==> config.mk <==
export PLATFORM = sky130hd
export DESIGN_NAME = sensor_poller
export DESIGN_NICKNAME = d
export VERILOG_FILES = /design/src/hw/sensor_pkg.sv /design/src/hw/sensor_poller.sv
export SDC_FILE = /design/constraint.sdc
export NUM_CORES = 1
export LEC_CHECK = 0
export ABC_AREA = 1
export BUFFER_PORTS_ARGS = -buffer_cell sky130_fd_sc_hd__buf_2
export CAP_MARGIN = 20
export CORE_UTILIZATION = 50
export DETAILED_ROUTE_END_ITERATION = 10
export PLACE_DENSITY = 0.74
export SLEW_MARGIN = 30
export SYNTH_ARGS = -nofsm -noshare
export SYNTH_HDL_FRONTEND = slang
export SYNTH_SLANG_ARGS = --single-unit
==> constraint.sdc <==
create_clock -name clk -period 3.45 [get_ports clk]
set_clock_uncertainty 0.2 [all_clocks]
set_input_delay 0.345 -clock clk [delete_from_list [all_inputs] [get_ports clk]]
set_output_delay 0.345 -clock clk [all_outputs]
set_load 0.02 [all_outputs]
==> src/hw/sensor_pkg.sv <==
package sensor_pkg;

	localparam int num_sensors = 8;  // Polled once per round
	localparam int num_temp = 4;     // Index of the first light sensor
	localparam int lux_divisor = 100;

	// Polling order, temperature sensors first
	localparam logic [0:num_sensors-1][6:0] sensor_addr = {
		7'b1001000,  // Solar
		7'b1001001,  // Greenhouse
		7'b1001010,  // Ambient
		7'b1001011,  // Geothermal
		7'b1000100,  // North
		7'b1000101,  // East
		7'b1000110,  // South
		7'b1000111   // West
	};

	// One reply word, read either as a temperature or as a light level
	typedef union packed {
		struct packed {
			logic signed [8:0] half_deg;  // Two's complement, half-degree steps
			logic [6:0] pad;              // Unused low bits
		} temp;
		struct packed {
			logic [3:0] exponent;
			logic [11:0] mantissa;
		} light;
	} sensor_word_t;

endpackage

==> src/hw/sensor_poller.sv <==
`timescale 1ns/100ps

module sensor_poller (
	input logic clk,
	input logic rst,
	input logic ready,
	input logic [15:0] read_data,
	input logic got_ack,
	output logic start,
	output logic [6:0] addr,
	output logic signed [7:0] solar_celsius,
	output logic signed [7:0] greenhouse_celsius,
	output logic signed [7:0] ambient_celsius,
	output logic signed [7:0] geothermal_celsius,
	output logic [15:0] n_lux,
	output logic [15:0] e_lux,
	output logic [15:0] s_lux,
	output logic [15:0] w_lux,
	output logic scan_done
);

	sensor_pkg::sensor_word_t word;
	logic [2:0] idx;      // Sensor being read
	logic waiting;        // Transaction in flight
	logic done;
	logic last;
	logic [15:0] lsb_size;
	logic [15:0] lux_value;
	logic signed [8:0] temp_q [sensor_pkg::num_temp];
	logic [15:0] lux_q [sensor_pkg::num_sensors - sensor_pkg::num_temp];

	assign word = read_data;
	assign addr = sensor_pkg::sensor_addr[idx];
	assign start = ~waiting && ready;
	assign done = waiting && ready;  // Ready back, result valid this cycle
	assign last = (idx == 3'(sensor_pkg::num_sensors - 1));

	// Lux per mantissa step, zero when 2^exp is below the divisor
	assign lsb_size = (16'd1 << word.light.exponent) / 16'(sensor_pkg::lux_divisor);
	assign lux_value = lsb_size * {4'd0, word.light.mantissa};  // Truncated to 16 bits

	always_ff @(posedge clk or posedge rst)
	begin
		if (rst)
		begin
			waiting <= 1'b0;
			idx <= 3'd0;
			scan_done <= 1'b0;
			for (int i = 0; i < sensor_pkg::num_temp; i++)
				temp_q[i] <= '0;
			for (int i = 0; i < sensor_pkg::num_sensors - sensor_pkg::num_temp; i++)
				lux_q[i] <= '0;
		end
		else
		begin
			scan_done <= done && last;  // Lands with the sensor 7 update
			if (start)
				waiting <= 1'b1;
			else if (done)
			begin
				waiting <= 1'b0;
				idx <= last ? 3'd0 : idx + 3'd1;
				if (got_ack)
				begin
					// Four of each kind, so the low index bits pick the slot
					if (idx < 3'(sensor_pkg::num_temp))
						temp_q[idx[1:0]] <= word.temp.half_deg;
					else
						lux_q[idx[1:0]] <= lux_value;
				end
			end
		end
	end

	// Whole degrees, half-degree bit dropped
	assign solar_celsius = temp_q[0][8:1];
	assign greenhouse_celsius = temp_q[1][8:1];
	assign ambient_celsius = temp_q[2][8:1];
	assign geothermal_celsius = temp_q[3][8:1];

	assign n_lux = lux_q[0];
	assign e_lux = lux_q[1];
	assign s_lux = lux_q[2];
	assign w_lux = lux_q[3];

endmodule

# Yosys cells after proc, flatten, opt, wreduce, memory -nomap -nowiden

Memories as Yosys holds them, arrays and structs flattened.
Cells that the tools add are included.
Widths: inputs -> output; s select.

Bits in read-only memories: 56
Output and inout bits: 105
Word-level logic and storage cells: 45
Memories kept: 1
Bits in registers: 105
Bits of input ports: 20

Memories:

| memory          | words | width | rd ports | clocked after Yosys merged registers in | wr ports | line                | RTL |
|---|---|---|---|---|---|---|---|
| (no name shown) | 8     | 7     | 1        | 0                                       | 0        | sensor_poller.sv:33 | `assign addr = sensor_pkg::sensor_addr[idx];` |

Div/mod/pow operators: 1
$lt $le $gt $ge: 4
Reduce and logical (&&, ||, !) cells: 8
Bitwise gates (word level): 5
Eq/ne operators: 1
Shifts and indexed selects: 1
Muxes and demuxes: 11
Add/sub/neg operators: 1
Multiply operators: 1

Operator list:

| cell                  | number |
|---|---|
| $bwmux 64             | 1 |
| $bwmux 36             | 1 |
| $demux 16 s2          | 1 |
| $demux 9 s2           | 1 |
| $div 16x7->16 const B | 1 |
| $mul 16x12->16        | 1 |
| $mux 16               | 1 |
| $shl 1x4->16 const A  | 1 |
| $mux 7                | 2 |
| $mux 9                | 1 |
| $reduce_and 4->1      | 2 |
| $ge 4x4->1 const B    | 1 |
| $logic_and 1x1->1     | 4 |
| $not 3->4             | 1 |
| $add 3x1->3 const B   | 1 |
| $eq 3x3->1 const B    | 1 |
| $ge 3x3->1 const B    | 1 |
| $lt 3x1->1 const B    | 1 |
| $lt 3x3->1 const B    | 1 |
| $mux 3                | 1 |
| $not 1->1             | 3 |
| $not 2->3             | 1 |
| $mux 1                | 2 |
| $reduce_and 2->1      | 1 |
| $reduce_bool 2->1     | 1 |

# Longest topological paths before layout

Gate-level depths: netlist of run 1.

Depth after elaboration: 6
Depth in mapped cells: 26
Gate-level depth less buffers: 26

# Least setup slack after synthesis of run 1

No wires, ideal clock.

Path kind: in2reg
Start point: input read_data[12]
End point: register lux_q (netlist bit w_lux[15])
Path buffers: 1
Path slack: -1.789 ns
Data required time: 3.131 ns
Arrival time: 4.920 ns
Library setup time: 0.119 ns
Stages on the path: 24
Path through: clkbuf_8 nor2_1 o21ai_1 inv_1 nand2_1 fa_1 inv_1 fa_1 inv_1 fa_1 inv_1 fa_1 inv_1 fa_1 inv_1 ha_1 inv_1 o21ai_0 a31oi_1 nand3_1 inv_1 nand3_2 nand3_1 nand2_1

Word-level cells in the longest chain between the ends: 4

RTL lines:

| what                            | line                | RTL |
|---|---|---|
| from (decl)                     | sensor_poller.sv:7  | `input logic [15:0] read_data,` |
| $shl 1x4->16                    | sensor_poller.sv:39 | `assign lsb_size = (16'd1 << word.light.exponent) / 16'(sensor_pkg::lux_divisor);` |
| $div 16x7->16                   | sensor_poller.sv:39 |  |
| $mul 16x12->16                  | sensor_poller.sv:40 | `assign lux_value = lsb_size * {4'd0, word.light.mantissa};` |
| $bwmux 64                       | sensor_poller.sv:69 | `lux_q[idx[1:0]] <= lux_value;` |
| to (signal, indexed assignment) | sensor_poller.sv:69 |  |
| to (decl)                       | sensor_poller.sv:30 | `logic [15:0] lux_q [sensor_pkg::num_sensors - sensor_pkg::num_temp];` |

No other way between the ends.
A chain may end at the register's enable or synchronous reset.

# Final worst setup path of run 1

Start point: input read_data[15]
End point: register lux_q (netlist bit e_lux[15])

The elaborated chain is that of the path after synthesis.

==> results.tsv, run 1 <==
stage	metric	value	unit
status	status	complete, but fails checks	
status	violations	negative setup slack	
worst_setup_path	r2r_end	n_lux[12]$_DFFE_PP0P_	
global_route	grt_overflow	0	
clock_network	ctsHtreeMaxLevel	3	
layout	area_delta_synth_final	39.82	%
logic_synthesis	synth_area_per_cell	8.353	um^2
clock_network	clkSinkCount	101	
global_route	grt_pass1_vias	6464	
placed_design	numPortBuffers	121	
logic_synthesis	synth_fa_ha_area_share	25.96	%
logic_synthesis	muxShareOfSynthArea	0	%
timing	setup_tns	-45540	ps
timing	fmax	212.0	MHz
hold_path	min_to	ambient_celsius[5]$_DFFE_PP0P_	
drt	drt_first_pass_iters	5	
timing	fin_hold_ws	253.5	ps
logic_synthesis	ys_seq_elements	101	
layout	nets	1222	
logic_synthesis	yosysWarnings	0	
pwr	p_sw	2.925	mW
layout	drive_above_1_share	38.71	%
drt	post_drt_wl_per_cell	15.34	um
pwr	intPower	3.589	mW
floorplan	row_count	43	
worst_setup_path	ff2ff_path_depth	9	
worst_setup_path	cp.arrival	4750	ps
timing	final-max-slew-violation-count	0	
logic_synthesis	synth_xor_area_share	0.8525	%
worst_setup_path	r2r_slack	1220	ps
logic_synthesis	synth_top_cell_area_share	35.14	%
clock_network	cts_tree	done	
pwr	power_frac_clock	15.9	%
hold_path	whs_path_depth	4	
pwr	finalPower	6.515	mW
worst_setup_path	rr_startpoint	waiting$_DFFE_PP0P_	
logic_synthesis	ys_types	35	
timing	tightest_slew	770.9	ps
clock_network	root_buffer	clkbuf_16	
pwr	p_per_area	647.8	nW/um^2
layout	final_cell_mix	nand2_1 (235), buf_2 (117), inv_1 (112), dfrtp_1 (101), buf_4 (94)	
global_route	grt.total_usage	26.74	%
clock_network	clk_path_buf_depth	2	
worst_setup_path	timing_worst_setup_path_type	in2reg	
worst_setup_path	cp_slowest_cell	fa_1	
pwr	power.leakage	5.414	nW
worst_setup_path	crit_fanout	5	
pwr	seq_power_share	29.8	%
hold_path	hp-start	read_data[13]	
timing	period_needed	4716	ps
floorplan	fp.dieW	121.9	um
global_route	grt_max_degree	91	
drt	drc	0	
timing	slew_headroom	48.61	%
layout	layout_commonest_cell	nand2_1	
worst_setup_path	cp-start-kind	primary input	
placed_design	routabilityCongestion	0.9208	
logic_synthesis	synth_compound_area_share	5.585	%
layout	post-route-util	72.16	%
drt	num_vias	6549	
drt	ant_nets	0	
pwr	switching_share	44.91	%
timing	post-route-period-util	136.7	%
global_route	antenna_found_initial	0	
pwr	peakVddDrop	0.0003559	V
floorplan	die-area	14870	um^2
hold_path	hold_path.class	in2reg	
clock_network	clk_latency	350	ps
worst_setup_path	critPathMaxStageDelay	550	ps
logic_synthesis	synth_area	7192	um^2
logic_synthesis	yosysTopAreaCell	dfrtp_1	
clock_network	clkSlewWorstSetupHoldPaths	70	ps
floorplan	ios	125	
floorplan	core_area	13930	um^2
timing	setup_violations	48	
worst_setup_path	required	3480	ps
logic_synthesis	yosysSeqAreaShare	35.14	%
logic_synthesis	syn_inst	861	
pwr	p_comb_share	54.3	%
timing	rsz0062_at_grt	true	
layout	n_antenna_cell	0	
floorplan	die_h	121.9	um
floorplan	initial_core_util	51.61	%
worst_setup_path	crit_path_end_kind	flop	
timing	final-hold-violation-count	0	
worst_setup_path	cpMostUsedCell	inv_2	
run	maxCapViolCount	0	
logic_synthesis	synth_top_family_by_area	adder cells	
drt	drt_iter0_drc	473	
drt	via_per_inst	5.124	
global_route	grt_pass1_wl	30.48	mm
placed_design	hpwlAfterDp	14.10	mm
clock_network	cts-buffers-inserted	9	
logic_synthesis	synth_area_leaders	dfrtp_1 (35%), fa_1 (19%), nand2_1 (14%)	
drt	drt_wl_total	19.61	mm
logic_synthesis	synth-simple-area-share	22.22	%
timing	fin_ws	-1266	ps
metrics by stage:
stage | instances | instance area (um^2) | setup WS (ps)
4_1_cts | 1262 | 9590 | -1158
6_report | 1278 | 10060 | -1266
5_1_grt | 1278 | 10060 | -1459
2_1_floorplan | 868 | 7526 | -1328
3_5_place_dp | 1232 | 8852 | -1687
3_3_place_gp | 1232 | 8850 | -1632
critical path, delay by kind of cell:
| family | cells | cell delay (ps) |
|---|---|---|
| AOI/OAI and AO/OA | 3 | 340 |
| adders and majority gates | 6 | 2880 |
| buffers and inverters | 10 | 650 |
| and+or+nand+nor | 6 | 540 |
cells in the mapped netlist, drive strengths merged:
cell type	instances
a21oi	11
a31oi	2
buf	13
clkbuf	9
clkinv	5
conb	2
dfrtp	101
fa	67
ha	42
inv	153
nand2	281
nand3	43
nand4	3
nor2	50
nor3	5
nor4	1
o211ai	1
o21ai	63
o21bai	1
or2	1
xnor2	2
xor2	5
registers in the layout, summed over array words and instances (netlist names):
| register | count |
|---|---|
| scan_done | 1 |
| n_lux | 16 |
| e_lux | 16 |
| geothermal_celsius | 8 |
| greenhouse_celsius | 8 |
| s_lux | 16 |
| solar_celsius | 8 |
| w_lux | 16 |
| idx | 3 |
| waiting | 1 |
| ambient_celsius | 8 |
timing repair:
item,4_1_cts,5_1_grt
setup buffers,12,17
endpoints found under the hold margin,90,0
hold buffers,2,0
pin swaps,43,58
gates resized for setup,84,95
endpoints found under the setup margin,44,44
power groups by stage:
stage | logic (mW) | clock network, mW | registers, mW
2_1_floorplan | 1.40 | 0 | 2.50
3_3_place_gp | 2.99 | 0 | 1.94
3_5_place_dp | 3.05 | 0 | 1.95
4_1_cts | 3.30 | 1.05 | 1.94
5_1_grt | 3.87 | 1.10 | 1.99
6_report | 3.54 | 1.04 | 1.94
per-layer routing:
metal	up-vias	global-route usage (%)	part of all wire [%]
li1	3073	-	-
met1	3170	34.50	42
met2	251	44.88	50
met3	55	4.869	5.6
met4	0	9.799	2.5
met5	-	0	0
kinds of logic (layout without fill, tap and decap cells):
logic type / count (synthesis) / count (layout)
AOI/OAI and AO/OA: 78 / 78
xor gates and xnor gates: 7 / 7
adders and majority gates: 109 / 109
buffers and inverters: 180 / 410
DFF: 101 / 101
other: 2 / 9
and+or+nand+nor: 384 / 384
area by class of cell:
| class | count | area (um^2) |
|---|---|---|
| Inverter | 158 | 645.6 |
| Clock inverter | 5 | 66.31 |
| Tap cell | 180 | 225.2 |
| Multi-Input combinational cell | 587 | 4740 |
| Clock buffer | 11 | 242.7 |
| Sequential cell | 101 | 2527 |
| Timing Repair Buffer | 236 | 1609 |
| Fill cell | 960 | 3879 |
worst max path at each step:
stage / end / start / slack, ps / cells after the start
2_1_floorplan: e_lux[11]$_DFFE_PP0P_ / read_data[12] / -1330 / 23
3_3_place_gp: e_lux[15]$_DFFE_PP0P_ / read_data[15] / -1630 / 23
3_5_place_dp: e_lux[15]$_DFFE_PP0P_ / read_data[12] / -1690 / 24
4_1_cts: e_lux[15]$_DFFE_PP0P_ / read_data[12] / -1160 / 24
5_1_grt: s_lux[15]$_DFFE_PP0P_ / read_data[12] / -1460 / 25
6_report: e_lux[15]$_DFFE_PP0P_ / read_data[15] / -1270 / 25
No activity file was read; power rests on OpenSTA's default activity.
==> run 2: changes to the inputs <==
Settings changed: PLACE_DENSITY 0.74 to 0.72.
==> run 2 against run 1 <==
Against the previous run: the flow still finishes with violations (negative setup slack); non-clock buffer count increased by 9; flip-flop and latch count unchanged; routed wire length rose by 14%; cell area increased by 1.5%; register-to-register slack worse by 80 ps; sequential power is essentially flat; sequential share of layout area down 0.38 points; maximum frequency down 2.0%; core utilization grew 1.1 points; first-iteration DRC count rose by 22%; critical endpoint unchanged; highest routed layer unchanged.
==> results.tsv, run 2 (same netlist as run 1, synthesis figures left out) <==
stage	metric	value	unit	change
placed_design	routabilityCongestion	0.9473		was 0.9208
drt	drt_first_pass_iters	5		unchanged
timing	setup_violations	44		was 48
clock_network	clkSinkCount	101		unchanged
hold_path	hold_path.class	in2reg		unchanged
layout	layout_commonest_cell	nand2_1		unchanged
timing	fin_hold_ws	261.2	ps	was 253.5 ps
floorplan	die-area	14870	um^2	unchanged
global_route	antenna_found_initial	1		was 0
timing	final-hold-violation-count	0		unchanged
drt	num_vias	6922		was 6549
drt	via_per_inst	5.374		was 5.124
run	maxCapViolCount	0		unchanged
clock_network	clk_latency	350	ps	about the same
clock_network	ctsHtreeMaxLevel	3		unchanged
timing	slew_headroom	54.70	%	was 48.61%
timing	setup_tns	-46040	ps	was -45540 ps
floorplan	core_area	13930	um^2	unchanged
timing	tightest_slew	679.5	ps	was 770.9 ps
floorplan	die_h	121.9	um	unchanged
clock_network	clkSlewWorstSetupHoldPaths	70	ps	about the same
worst_setup_path	crit_fanout	4		was 5
pwr	p_per_area	639.0	nW/um^2	was 647.8 nW/um^2
layout	final_cell_mix	nand2_1 (228), buf_2 (117), inv_1 (110), dfrtp_1 (101), buf_4 (96)		was nand2_1 (235), buf_2 (117), inv_1 (112), dfrtp_1 (101), buf_4 (94)
timing	period_needed	4813	ps	was 4716 ps
global_route	grt.total_usage	29.37	%	was 26.74%
pwr	power.leakage	5.453	nW	was 5.414 nW
floorplan	ios	125		unchanged
drt	met1_length	8.531	mm	was 8.211 mm
layout	drive_above_1_share	40.47	%	was 38.71%
layout	post-route-util	73.26	%	was 72.16%
worst_setup_path	cp-start-kind	primary input		unchanged
status	violations	negative setup slack		unchanged
pwr	peakVddDrop	0.0003442	V	was 0.0003559 V
drt	drt_iter0_drc	576		was 473
global_route	grt_max_degree	56		was 91
drt	drc	0		unchanged
drt	ant_nets	0		unchanged
drt	routed.top_layer	met4		unchanged
timing	post-route-period-util	139.5	%	was 136.7%
clock_network	cts-buffers-inserted	9		unchanged
placed_design	numPortBuffers	121		unchanged
drt	drt_wl_total	22.26	mm	was 19.61 mm
drt	route.met2.wl	11.06	mm	was 9.818 mm
timing	fin_ws	-1363	ps	was -1266 ps
clock_network	root_buffer	clkbuf_16		unchanged
timing	fmax	207.8	MHz	was 212.0 MHz
placed_design	hpwlAfterDp	14.42	mm	was 14.10 mm
worst_setup_path	cp.arrival	4910	ps	was 4750 ps
floorplan	row_count	43		unchanged
global_route	grt_pass1_vias	6863		was 6464
floorplan	fp.dieW	121.9	um	unchanged
clock_network	cts_tree	done		unchanged
global_route	grt_overflow	0		unchanged
timing	final-max-slew-violation-count	0		unchanged
layout	nets	1231		was 1222
clock_network	clk_path_buf_depth	2		unchanged
worst_setup_path	crit_path_end_kind	flop		unchanged
drt	post_drt_wl_per_cell	17.28	um	was 15.34 um
floorplan	initial_core_util	51.61	%	unchanged
timing	rsz0062_at_grt	true		unchanged
drt	dr_wl_met3	1.572	mm	was 1.090 mm
status	status	complete, but fails checks		unchanged
worst_setup_path	required	3540	ps	was 3480 ps
global_route	grt_pass1_wl	33.26	mm	was 30.48 mm
layout	area_delta_synth_final	41.94	%	was 39.82%
worst_setup_path	timing_worst_setup_path_type	in2reg		unchanged
run 2: changes by cell type in the layout (fill, tap and decap cells not counted), moves of 2 or more:
cell,delta
buf_4,+2
buf_6,+6
ha_1,-5
ha_4,+6
inv_1,-2
inv_2,+2
inv_8,+2
nand2_1,-7
nand2_2,+5
nand3_2,+3
nand3_4,-2
o21ai_0,+2
run 2: worst paths after layout:
path | from | endpoint | slack, ps | cells after the start
worst min register to register | ambient_celsius[4]$_DFFE_PP0P_ | ambient_celsius[4]$_DFFE_PP0P_ | 280 | 2
min in group asynchronous | rst | solar_celsius[2]$_DFFE_PP0P_ | 440 | 3
worst min-delay path | read_data[15] | greenhouse_celsius[7]$_DFFE_PP0P_ | 260 | 4
worst max register to register | waiting$_DFFE_PP0P_ | e_lux[12]$_DFFE_PP0P_ | 1140 | 9
worst max-delay path | read_data[13] | e_lux[15]$_DFFE_PP0P_ | -1360 | 23
max in group asynchronous | rst | ambient_celsius[1]$_DFFE_PP0P_ | 1810 | 4
run 2: repair_timing:
action,in CTS,in global routing
gates resized for setup,129,75
pin swaps,66,53
endpoints found under the hold margin,54,0
buffers inserted,29,16
gates cloned,0,0
endpoints found under the setup margin,44,44
hold buffers,2,0
run 2: worst max-delay path: stages:
cell and delay [ps]:
buf_12 100, buf_12 110, nand2_4 50, nor3_4 260
buf_6 160, nand2_2 60, fa_1 520, inv_1 60
fa_1 500, inv_1 50, fa_1 460, fa_1 490
fa_1 520, inv_2 50, ha_4 300, nand2_2 100
nor3_4 180, nand3_1 150, nand3_2 140, inv_2 60
nand3_4 90, nand3_2 80, nand2_1 70
run 2: power breakdown:
part	leakage (nW)	internal (mW)	switching, mW	total, mW
combinational	4.00	1.38	2.24	3.62
sequential	1.32	1.66	0.279	1.94
clock	0.135	0.499	0.468	0.967
total	5.45	3.54	2.99	6.52
run 2: cell type report:
type | count | area, um^2
Sequential cell | 101 | 2527
Inverter | 158 | 640.6
Antenna cell | 1 | 2.502
Multi-Input combinational cell | 587 | 4813
Clock buffer | 9 | 225.2
Tap cell | 180 | 225.2
Timing Repair Buffer | 245 | 1712
Fill cell | 918 | 3726
Clock inverter | 7 | 62.56
run 2: per-stage QoR:
| step | power, mW | instances | cell area [um^2] | setup WS [ps] |
|---|---|---|---|---|
| finish | 6.523 | 1288 | 10210 | -1363 |
| global route | 6.970 | 1287 | 10210 | -1541 |
| CTS | 6.290 | 1281 | 9888 | -1218 |
| detailed placement | 5.010 | 1235 | 8872 | -1724 |
| global placement | 4.943 | 1235 | 8872 | -1691 |
| floorplan | 3.901 | 868 | 7526 | -1328 |
run 2: routing by layer:
layer / track usage (%) / up-vias
li1: - / 3098
met1: 36.78 / 3382
met2: 49.72 / 341
met3: 5.431 / 101
met4: 12.50 / 0
met5: 0 / -
